===== src/include/cordic_params.svh =====
`ifndef CORDIC_PARAMS_SVH
`define CORDIC_PARAMS_SVH

// data path width, Q16.16
`define CORDIC_WIDTH 32

// fraction bits of every fixed-point value
`define CORDIC_FRAC_BITS 16

// micro-rotations per operation
`define CORDIC_ITERATIONS 16

// entries in the request queue, also the initial credit count
`define CORDIC_FIFO_DEPTH 4

// 1/K for the circular gain, 0.607253 in Q16.16
`define CORDIC_K_INV 32'sd39797

// pi in Q16.16
`define CORDIC_PI 32'sd205887

// pi/2 in Q16.16
`define CORDIC_HALF_PI 32'sd102944

`endif


===== src/rtl/cordic_fixed_pkg.sv =====
`include "cordic_params.svh"

package cordic_fixed_pkg;

    // signed coordinate value, Q16.16
    typedef logic signed [`CORDIC_WIDTH-1:0] fixed_t;

    // signed angle in radians, Q16.16
    typedef logic signed [`CORDIC_WIDTH-1:0] angle_t;

    // micro-rotation index, also the shift amount
    typedef logic [$clog2(`CORDIC_ITERATIONS)-1:0] iter_t;

endpackage


===== src/rtl/cordic_flow_pkg.sv =====
`include "cordic_params.svh"

package cordic_flow_pkg;

    typedef enum logic {
        MODE_ROTATE = 1'b0,  // turn (x, y) by z
        MODE_VECTOR = 1'b1   // drive y to zero, accumulate angle in z
    } cordic_mode_e;

    typedef enum logic [1:0] {
        ENG_IDLE    = 2'd0,
        ENG_ITERATE = 2'd1,
        ENG_FINISH  = 2'd2
    } engine_state_e;

    // one folded request as it sits in the queue
    typedef struct packed {
        cordic_mode_e             mode;
        cordic_fixed_pkg::fixed_t x;
        cordic_fixed_pkg::fixed_t y;
        cordic_fixed_pkg::angle_t z;
        logic                     negate;  // rotation folded by pi, flip result
    } cordic_op_t;

    // credits held by the producer, 0 up to the queue depth
    typedef logic [$clog2(`CORDIC_FIFO_DEPTH+1)-1:0] credit_t;

endpackage


===== src/rtl/op_push_if.sv =====
`timescale 1ns/1ns

interface op_push_if;
    import cordic_flow_pkg::*;

    logic       push;           // one entry written this cycle
    cordic_op_t op;             // entry payload
    logic       credit_return;  // one slot freed in the queue

    modport producer (
        output push,
        output op,
        input  credit_return
    );

    modport queue (
        input  push,
        input  op,
        output credit_return
    );

endinterface


===== src/rtl/op_pop_if.sv =====
`timescale 1ns/1ns

interface op_pop_if;
    import cordic_flow_pkg::*;

    logic       not_empty;  // head holds a valid entry
    cordic_op_t head;       // oldest queued entry
    logic       pop;        // consume head on this edge

    modport queue (output not_empty, output head, input pop);

    modport engine (input not_empty, input head, output pop);

endinterface


===== src/rtl/quadrant_fold.sv =====
`timescale 1ns/1ns
`include "cordic_params.svh"

module quadrant_fold (
    input  logic                         clk,
    input  logic                         rst,
    input  logic                         req_valid,
    input  cordic_flow_pkg::cordic_mode_e req_mode,
    input  cordic_fixed_pkg::fixed_t     req_x,
    input  cordic_fixed_pkg::fixed_t     req_y,
    input  cordic_fixed_pkg::angle_t     req_z,
    output logic                         req_ready,
    op_push_if.producer                  push
);
    import cordic_fixed_pkg::*;
    import cordic_flow_pkg::*;

    localparam angle_t PI      = `CORDIC_PI;
    localparam angle_t HALF_PI = `CORDIC_HALF_PI;

    credit_t    credits;  // free queue slots not yet claimed
    logic       push_q;   // registered push, one cycle after accept
    cordic_op_t op_q;
    cordic_op_t folded;
    logic       accept;

    // a pending push has already claimed its slot
    assign req_ready = credits > credit_t'(push_q);
    assign accept    = req_valid && req_ready;

    // CORDIC converges for |z| <= ~1.74 rad and x >= 0 in vectoring
    always_comb begin
        folded.mode   = req_mode;
        folded.x      = req_x;
        folded.y      = req_y;
        folded.z      = req_z;
        folded.negate = 1'b0;
        if (req_mode == MODE_ROTATE) begin
            if (req_z > HALF_PI) begin
                folded.z      = req_z - PI;  // rotate by z - pi, then flip
                folded.negate = 1'b1;
            end else if (req_z < -HALF_PI) begin
                folded.z      = req_z + PI;
                folded.negate = 1'b1;
            end
        end else if (req_x[`CORDIC_WIDTH-1]) begin
            // mirror into the right half-plane, angle shifts by pi
            folded.x = -req_x;
            folded.y = -req_y;
            folded.z = req_y[`CORDIC_WIDTH-1] ? req_z - PI : req_z + PI;
        end
    end

    always_ff @(posedge clk or posedge rst) begin
        if (rst) begin
            push_q  <= 1'b0;
            credits <= credit_t'(`CORDIC_FIFO_DEPTH);
        end else begin
            push_q  <= accept;
            credits <= credits - credit_t'(push_q) + credit_t'(push.credit_return);
        end
    end

    always_ff @(posedge clk) begin
        if (accept) begin
            op_q <= folded;
        end
    end

    assign push.push = push_q;
    assign push.op   = op_q;

endmodule


===== src/rtl/op_credit_fifo.sv =====
`timescale 1ns/1ns
`include "cordic_params.svh"

module op_credit_fifo (
    input  logic     clk,
    input  logic     rst,
    op_push_if.queue push,
    op_pop_if.queue  pop
);
    import cordic_flow_pkg::*;

    localparam int DEPTH = `CORDIC_FIFO_DEPTH;
    localparam int PTR_W = $clog2(DEPTH);

    cordic_op_t       mem [DEPTH];
    logic [PTR_W-1:0] wr_ptr;
    logic [PTR_W-1:0] rd_ptr;
    credit_t          count;   // occupancy
    logic             do_pop;

    function automatic logic [PTR_W-1:0] next_ptr(input logic [PTR_W-1:0] p);
        next_ptr = (p == PTR_W'(DEPTH - 1)) ? '0 : p + 1'b1;
    endfunction

    assign pop.not_empty = (count != '0);
    assign pop.head      = mem[rd_ptr];  // fall-through, head valid with not_empty
    assign do_pop        = pop.pop && (count != '0);

    always_ff @(posedge clk or posedge rst) begin
        if (rst) begin
            wr_ptr             <= '0;
            rd_ptr             <= '0;
            count              <= '0;
            push.credit_return <= 1'b0;
        end else begin
            if (push.push) begin
                wr_ptr <= next_ptr(wr_ptr);
            end
            if (do_pop) begin
                rd_ptr <= next_ptr(rd_ptr);
            end
            count              <= count + credit_t'(push.push) - credit_t'(do_pop);
            push.credit_return <= do_pop;  // slot handed back one cycle after pop
        end
    end

    // producer never pushes without a credit, so no full check here
    always_ff @(posedge clk) begin
        if (push.push) begin
            mem[wr_ptr] <= push.op;
        end
    end

endmodule


===== src/rtl/cordic_engine.sv =====
`timescale 1ns/1ns
`include "cordic_params.svh"

module cordic_engine (
    input  logic                     clk,
    input  logic                     rst,
    op_pop_if.engine                 pop,
    output logic                     res_valid,
    output cordic_fixed_pkg::fixed_t res_x,
    output cordic_fixed_pkg::fixed_t res_y,
    output cordic_fixed_pkg::angle_t res_z
);
    import cordic_fixed_pkg::*;
    import cordic_flow_pkg::*;

    localparam int     FRAC      = `CORDIC_FRAC_BITS;
    localparam iter_t  LAST_ITER = iter_t'(`CORDIC_ITERATIONS - 1);
    localparam fixed_t K_INV     = `CORDIC_K_INV;

    engine_state_e state;
    iter_t         iter;
    logic          take;      // pop and load on this edge

    cordic_mode_e  mode_r;
    logic          negate_r;
    fixed_t        x_r;
    fixed_t        y_r;
    angle_t        z_r;

    fixed_t        shift_x;
    fixed_t        shift_y;
    angle_t        alpha;
    logic          sigma;     // 1 rotates counter-clockwise

    logic signed [2*`CORDIC_WIDTH-1:0] prod_x;
    logic signed [2*`CORDIC_WIDTH-1:0] prod_y;

    logic          fin_valid; // gain-corrected values ready
    fixed_t        scale_x;
    fixed_t        scale_y;
    angle_t        z_fin;
    logic          negate_fin;

    // atan(2^-i) in Q16.16
    function automatic angle_t atan_lut(input iter_t idx);
        case (idx)
            4'd0:    atan_lut = 32'sd51472;
            4'd1:    atan_lut = 32'sd30386;
            4'd2:    atan_lut = 32'sd16055;
            4'd3:    atan_lut = 32'sd8150;
            4'd4:    atan_lut = 32'sd4090;
            4'd5:    atan_lut = 32'sd2047;
            4'd6:    atan_lut = 32'sd1023;
            4'd7:    atan_lut = 32'sd511;
            4'd8:    atan_lut = 32'sd255;
            4'd9:    atan_lut = 32'sd127;
            4'd10:   atan_lut = 32'sd63;
            4'd11:   atan_lut = 32'sd31;
            4'd12:   atan_lut = 32'sd15;
            4'd13:   atan_lut = 32'sd7;
            4'd14:   atan_lut = 32'sd3;
            default: atan_lut = 32'sd1;
        endcase
    endfunction

    // the finish cycle may already pick up the next entry
    assign take    = pop.not_empty && (state == ENG_IDLE || state == ENG_FINISH);
    assign pop.pop = take;

    assign shift_x = x_r >>> iter;
    assign shift_y = y_r >>> iter;
    assign alpha   = atan_lut(iter);

    // rotation drives z to zero, vectoring drives y to zero
    assign sigma = (mode_r == MODE_ROTATE) ? ~z_r[`CORDIC_WIDTH-1]
                                           : (y_r[`CORDIC_WIDTH-1] != x_r[`CORDIC_WIDTH-1]);

    assign prod_x = x_r * K_INV;
    assign prod_y = y_r * K_INV;

    always_ff @(posedge clk or posedge rst) begin
        if (rst) begin
            state <= ENG_IDLE;
            iter  <= '0;
        end else begin
            case (state)
                ENG_IDLE: begin
                    iter <= '0;
                    if (take) begin
                        state <= ENG_ITERATE;
                    end
                end
                ENG_ITERATE: begin
                    iter <= iter + 1'b1;
                    if (iter == LAST_ITER) begin
                        state <= ENG_FINISH;
                    end
                end
                ENG_FINISH: begin
                    iter  <= '0;
                    state <= take ? ENG_ITERATE : ENG_IDLE;
                end
                default: state <= ENG_IDLE;
            endcase
        end
    end

    always_ff @(posedge clk) begin
        if (take) begin
            mode_r   <= pop.head.mode;
            negate_r <= pop.head.negate;
            x_r      <= pop.head.x;
            y_r      <= pop.head.y;
            z_r      <= pop.head.z;
        end else if (state == ENG_ITERATE) begin
            x_r <= sigma ? x_r - shift_y : x_r + shift_y;
            y_r <= sigma ? y_r + shift_x : y_r - shift_x;
            z_r <= sigma ? z_r - alpha : z_r + alpha;
        end
    end

    always_ff @(posedge clk or posedge rst) begin
        if (rst) begin
            fin_valid <= 1'b0;
            res_valid <= 1'b0;
        end else begin
            fin_valid <= (state == ENG_FINISH);
            res_valid <= fin_valid;  // single pulse, FINISH lasts one cycle
        end
    end

    // gain correction, then the fold flip on the output stage
    always_ff @(posedge clk) begin
        if (state == ENG_FINISH) begin
            scale_x    <= fixed_t'(prod_x >>> FRAC);
            scale_y    <= fixed_t'(prod_y >>> FRAC);
            z_fin      <= z_r;
            negate_fin <= negate_r;
        end
        if (fin_valid) begin
            res_x <= negate_fin ? -scale_x : scale_x;
            res_y <= negate_fin ? -scale_y : scale_y;
            res_z <= z_fin;
        end
    end

endmodule


===== src/rtl/cordic_top.sv =====
`timescale 1ns/1ns

module cordic_top (
    input  logic                          clk,
    input  logic                          rst,
    input  logic                          req_valid,
    input  cordic_flow_pkg::cordic_mode_e req_mode,
    input  cordic_fixed_pkg::fixed_t      req_x,
    input  cordic_fixed_pkg::fixed_t      req_y,
    input  cordic_fixed_pkg::angle_t      req_z,
    output logic                          req_ready,
    output logic                          res_valid,
    output cordic_fixed_pkg::fixed_t      res_x,
    output cordic_fixed_pkg::fixed_t      res_y,
    output cordic_fixed_pkg::angle_t      res_z
);

    op_push_if push_bus ();  // producer to queue, credits back
    op_pop_if  pop_bus ();   // queue head to engine

    quadrant_fold u_fold (
        .clk       (clk),
        .rst       (rst),
        .req_valid (req_valid),
        .req_mode  (req_mode),
        .req_x     (req_x),
        .req_y     (req_y),
        .req_z     (req_z),
        .req_ready (req_ready),
        .push      (push_bus)
    );

    op_credit_fifo u_queue (
        .clk  (clk),
        .rst  (rst),
        .push (push_bus),
        .pop  (pop_bus)
    );

    cordic_engine u_engine (
        .clk       (clk),
        .rst       (rst),
        .pop       (pop_bus),
        .res_valid (res_valid),
        .res_x     (res_x),
        .res_y     (res_y),
        .res_z     (res_z)
    );

endmodule


===== config.mk =====
export PLATFORM = sky130hd
export DESIGN_NAME = cordic_top
export DESIGN_NICKNAME = d
export VERILOG_FILES = /design/src/rtl/cordic_fixed_pkg.sv /design/src/rtl/cordic_flow_pkg.sv /design/src/rtl/op_push_if.sv /design/src/rtl/op_pop_if.sv /design/src/rtl/quadrant_fold.sv /design/src/rtl/op_credit_fifo.sv /design/src/rtl/cordic_engine.sv /design/src/rtl/cordic_top.sv
export VERILOG_INCLUDE_DIRS = /design/src /design/src/include
export SDC_FILE = /design/constraint.sdc
export NUM_CORES = 2
export LEC_CHECK = 0
export BUFFER_PORTS_ARGS = -buffer_cell sky130_fd_sc_hd__buf_2
export CORE_ASPECT_RATIO = 0.6
export CORE_MARGIN = 10
export CORE_UTILIZATION = 51
export CTS_CLUSTER_SIZE = 25
export DETAILED_ROUTE_END_ITERATION = 10
export PLACE_DENSITY = 0.77
export SYNTH_ARGS = -nofsm -noshare
export SYNTH_HDL_FRONTEND = slang
export SYNTH_SLANG_ARGS = --single-unit

===== constraint.sdc =====
create_clock -name clk -period 6.05 [get_ports clk]
set_clock_uncertainty 0.1 [all_clocks]
set_input_delay 1.21 -clock clk [delete_from_list [all_inputs] [get_ports clk]]
set_output_delay 1.21 -clock clk [all_outputs]
set_load 0.01 [all_outputs]

-- Word-level counts from Yosys, hierarchy flattened
Memory sizes are Yosys's and may differ from the RTL's.
Index checks and enable logic that the tools add are counted.
- memories: 2
- bits in writable memories: 392
- output and inout port bits: 98
- logic and storage cells: 101
- bits of input ports: 100
- bits in registers: 409
- memory bits (read-only): 256
- memories (memory ; words ; bits a word ; rd ports ; clocked after Yosys merged registers in ; wr ports ; line ; RTL):
    u_queue.mem ; 4 ; 98 ; 1 ; 0 ; 1 ; op_credit_fifo.sv:15 ; cordic_op_t mem [DEPTH];
    (name not given) ; 16 ; 16 ; 1 ; 0 ; 0 ; cordic_engine.sv:46 ; case (idx)
- bitwise gates (word level): 1
- equal/unequal tests: 8
- multiplexer cells: 27
- shift operators: 2
- reductions and logical operators: 10
- magnitude comparators: 3
- $add $sub $neg: 19
- $mul: 2
- operators by type and width (cell ; number):
    2-to-1 mux 32 bit ; 13
    negation 32 bit ; 4
    adder 32 bit ; 3
    multiplier 32 x 17 -> 48 bit (second input constant) ; 2
    2-to-1 mux 96 bit ; 1
    subtractor 32 bit ; 3
    2-to-1 mux 33 bit ; 2
    2-to-1 mux 64 bit ; 1
    >>> shifter 32 x 4 -> 32 bit ; 2
    adder 32 x 19 -> 32 bit (second input constant) ; 1
    > comparator 32 x 18 -> 1 bit (second input constant) ; 1
    less-than comparator 32 x 18 -> 1 bit (second input constant) ; 1
    subtractor 32 x 19 -> 32 bit (second input constant) ; 1
    2-to-1 mux 2 bit ; 4
    case mux 4 bit (2 select lines) ; 1
    adder 3 x 1 -> 3 bit ; 2
    equality test 2 bit (second input constant) ; 3
    case mux 2 bit (3 select lines) ; 1
    subtractor 3 x 1 -> 3 bit ; 2
    adder 2 x 1 -> 2 bit (second input constant) ; 2
    adder 4 x 1 -> 4 bit (second input constant) ; 1
    equality test 4 bit (second input constant) ; 1
    2-to-1 mux 1 bit ; 4
    inequality test 2 x 1 -> 1 bit (second input constant) ; 2
    other kinds (11) ; 14

-- Logic depth before layout (Yosys ltp)
- depth after elaboration: 5
- depth in mapped cells: 25
- gate-level depth less buffers: 23

-- By module
A second synthesis with hierarchy kept.
- cells, all modules: 5463
- area, all modules: 63414.6 um^2
- by module, submodules not included (module ; instances ; cells an instance ; area an instance (um^2)):
    cordic_engine ; 1 ; 4153 ; 41642.4
    op_credit_fifo ; 1 ; 551 ; 14685.3
    quadrant_fold ; 1 ; 759 ; 7086.8

-- Worst setup path before layout
Ideal clock, no wire load.
- path kind: reg-to-reg
- start: reg u_engine.x_r[9]
- end: reg u_engine.scale_x[31] (data pin)
- stages on the path, launching flop included: 23
- library setup time: 271 ps
- data arrival time: 6206 ps
- slack: -527 ps
- clock period less this slack: 6577 ps
- path buffers: 0
- data required time: 5679 ps
- cells stage by stage: edfxtp_1 -> ha_1 -> xor2_1 -> ha_1 -> inv_1 -> fa_1 -> inv_1 -> fa_1 -> fa_1 -> inv_1 -> fa_1 -> inv_1 -> ha_1 -> a21oi_1 -> o21ai_0 -> a211o_1 -> a211oi_1 -> o21ai_0 -> a2111o_1 -> a311oi_1 -> o31ai_1 -> a221oi_1 -> xor2_1
- longest elaborated chain between the ends: 1
- ends and longest elaborated chain (element ; line ; RTL):
    start: declaration ; cordic_engine.sv:26 ; fixed_t x_r;
    start signal: assignment ; cordic_engine.sv:112 ; x_r <= pop.head.x;
    start signal: assignment ; cordic_engine.sv:116 ; x_r <= sigma ? x_r - shift_y : x_r + shift_y;
    multiplier 32 x 17 -> 48 bit ; cordic_engine.sv:78 ; assign prod_x = x_r * K_INV;
    net u_engine.prod_x[47] ; cordic_engine.sv:35 ; logic signed [2*`CORDIC_WIDTH-1:0] prod_x;
    end signal: assignment ; cordic_engine.sv:135 ; scale_x <= fixed_t'(prod_x >>> FRAC);
    end: declaration ; cordic_engine.sv:39 ; fixed_t scale_x;
The timed path passes the listed nets, and every way through them passes these cells.
A chain may end at the register's enable or synchronous reset.

-- Final worst setup path
- start: reg u_engine.x_r[5]
- end: reg u_engine.scale_x[29] (data pin)
Same word-level chain as after synthesis.

==> impl_results.md <==
- Total Routing Usage GR: 25.9%
- RSZ-0062 raised after global routing: true
- Drt initial violations: 5291
- Mean Syn Cell Area: 11.6 µm²
- Worst slew margin: 28.8%
- Crit path time final: 6.36 ns
- WS Path Type: reg -> reg
- Synth area leader: edfxtp_1
- Largest net degree at the start of global routing: 97
- DRC: 0
- Synth-to-Final Area Change: 19.6%
- Register-to-register setup slack: -0.31 ns
- Worst-Skew Late Latency: 0.70 ns
- Critical path startpoint category: flip-flop
- Hold Path Sink: u_engine.res_z[1]
- EDFF count, synth: 781
- Slew of the pin with the lowest slew margin: 1.06 ns
- Inserted Clock Buffers: 79
- Die Y: 292 µm
- Starting Density: 51.6%
- Final Max Tran Viols: 0
- # clock sinks: 801
- Die Width: 474 µm
- Cells on worst reg2reg path: 23
- Hold Crit Depth: 0
- Port bufs: 197
- Worst-path clk slew: 0.06 ns
- Worst Path Required: 6.38 ns
- Part of the Yosys area used for sequential elements: 38.0%
- Max VDD drop: 0.212 mV
- Nets: 7376
- Status: complete, but fails checks
- Unique masters post-synth: 86
- I/O Pins: 198
- Primary FF master, synth: edfxtp_1
- Initial antenna violation count: 4
- Final HPWL DP: 141 mm
- Drt pass-1 iters: 6
- Vias in the first global route: 46200
- N_diodes: 0
- Global placement routability congestion: 1.01
- Mapped cell area: 63100 µm²
- Critical path endpoint category: flip-flop
- PwrDens: 155 nW/µm²
- TNS Setup: -3.09 ns
- CTS Buffer Depth: 3
- Worst flop-to-flop path startpoint: u_engine.x_r[5]
- CP max FO: 4
- Overflow left after global routing: 0
- Place WS: -0.597 ns
- Clk root buf: clkbuf_16
- Reg2reg end: u_engine.scale_x[29]
- Hold_sp: u_engine.z_fin[1]
- Syn Inst Count: 5423
- Routed via count: 46400
- # rows: 99
- P_leak: 31.2 nW
- Setup-failing EPs final: 18
- Hold Violations, Final: 0
- Synth top area cells: edfxtp_1, fa_1, ha_1
- CTS tree: yes
- Max-cap violations: 0
- Fmax: 157 MHz
- First-pass GRT wire length: 280 mm
- Crit path DAT: 6.69 ns
- Synth Warn #: 0
- Synth Register Bits: 801
- Core area: 122000 µm²
- Async S/R FF share, synth: 2.50%
- Area of the die: 139000 µm²
- Top-area cell type share of the netlist area: 37.2%
- Share of cells above drive strength 1: 24.3%
- Tcrit/Tclk final: 105%
- Post-layout util: 61.7%
- H-tree depth: 3
- Worst hold path class: reg -> reg
- Post-Route WL: 185 mm
- Synthesized net count: 6570
- Avg Vias per Cell: 5.87
- WL/cell: 23.4 µm
- Antenna viol nets, final: 0
- Worst setup margin: -0.307 ns
- Failing checks: setup timing
[worst max path at each step]
| stage | slack, ns | endpoint | from |
|---|---|---|---|
| after floorplan | -0.09 | u_engine.scale_x[24] | u_engine.x_r[10] |
| after global placement | -0.57 | u_engine.scale_x[28] | u_engine.x_r[7] |
| after detailed placement | -0.60 | u_engine.scale_x[28] | u_engine.x_r[7] |
| after CTS | -0.33 | u_engine.scale_x[31] | u_engine.x_r[5] |
| after global routing | -0.52 | u_engine.scale_x[31] | u_engine.x_r[6] |
| final | -0.31 | u_engine.scale_x[29] | u_engine.x_r[5] |
[worst max-delay path, stage by stage (launching register included)]
cell	delay, ns
edfxtp_1	0.49
buf_6	0.17
ha_4	0.23
xor2_1	0.16
ha_1	0.30
inv_2	0.05
fa_1	0.50
inv_2	0.05
ha_4	0.26
fa_1	0.43
fa_1	0.57
ha_4	0.22
a2111o_1	0.45
a221oi_4	0.23
a2111oi_4	0.09
a211oi_2	0.18
buf_4	0.17
o21ai_4	0.07
a2111o_1	0.54
buf_4	0.20
a311oi_4	0.24
o21ai_2	0.11
buf_4	0.15
xor2_1	0.13
[logic make-up (layout without fill, tap and decap cells)]
group / count (synthesis) / in the layout / share of synthesized area [%]
adders and majority gates: 1047 / 1047 / 25.9
and+or+nand+nor: 965 / 965 / 7.37
AOI/OAI and AO/OA: 950 / 950 / 9.41
buffers and inverters: 947 / 1816 / 5.70
DFF: 801 / 801 / 38.0
xor gates and xnor gates: 450 / 450 / 6.24
muxes: 262 / 262 / 7.43
other: 1 / 1 / 0.00594
[power breakdown]
| part | total (W) | switching, W | internal, W |
|---|---|---|---|
| logic | 0.000299 | 0.000192 | 0.000107 |
| clock network | 0.00537 | 0.00231 | 0.00306 |
| registers | 0.00601 | 0 | 0.00601 |
| total | 0.0117 | 0.00251 | 0.00918 |
[sequential cells by signal (all words and copies together) (netlist names), 2 cells and up]
signal            cells
u_engine.res_x       32
u_engine.z_fin       32
u_engine.iter         4
u_queue.rd_ptr        2
u_queue.count         3
u_engine.scale_y     32
u_engine.res_y       32
u_engine.y_r         32
u_engine.state        2
u_engine.x_r         32
u_queue.mem         392
u_fold.push.op       98
u_fold.credits        3
u_engine.scale_x     32
u_queue.wr_ptr        2
u_engine.res_z       32
u_engine.z_r         32
[cell usage in the layout, fill, tap and decap left out, drive strengths merged, types with 42 or more instances in the layout]
cell / n
buf: 895
inv: 783
edfxtp: 781
ha: 615
fa: 432
nand2: 307
a21oi: 301
xnor2: 266
nor2: 250
o21ai: 225
xor2: 184
mux4: 161
clkbuf: 91
a21o: 71
nor3: 67
mux2i: 59
o31ai: 52
nor2b: 51
mux2: 42
[layer usage]
layer  share of wire, %  global-route usage [%]  routed length, µm
met5              0.015                       0                 28
met2                 42                    36.7              78000
met3                 12                    7.75              21300
met1                 44                    39.1              81800
met4                2.1                    5.17               3880
[metrics by stage]
step / hold slack [ns] / power (W) / cell area [µm²] / cells
3_3_place_gp: 0.309 / 0.00641 / 70500 / 7680
4_1_cts: 0.314 / 0.0118 / 74200 / 7877
3_5_place_dp: 0.306 / 0.00642 / 70500 / 7680
2_1_floorplan: 0.300 / 0.00631 / 63400 / 5423
5_1_grt: 0.323 / 0.0120 / 75500 / 7908
6_report: 0.314 / 0.0117 / 75500 / 7908
[repair_timing]
action,CTS,global route
pin swaps,66,113
buffers inserted,54,37
setup endpoints to repair,37,64
hold buffers,0,0
resized for setup,92,211
[cells in the mapped netlist (71+ instances only)]
library cell / n
edfxtp_1: 781
inv_1: 774
ha_1: 615
fa_1: 432
nand2_1: 307
a21oi_1: 301
xnor2_1: 266
nor2_1: 249
o21ai_0: 223
xor2_1: 184
mux4_2: 161
clkbuf_1: 123
a21o_1: 71
[area by class of cell]
type,instances,area (µm²)
fillers,9265,46800
clock buffers,91,2060
inverters,777,2920
well taps,1616,2020
flip-flops and latches,801,24000
repair buffers,895,6500
clock inverters,53,742
multi-input cells,3675,37300
Power figures use the tool's default switching activity.
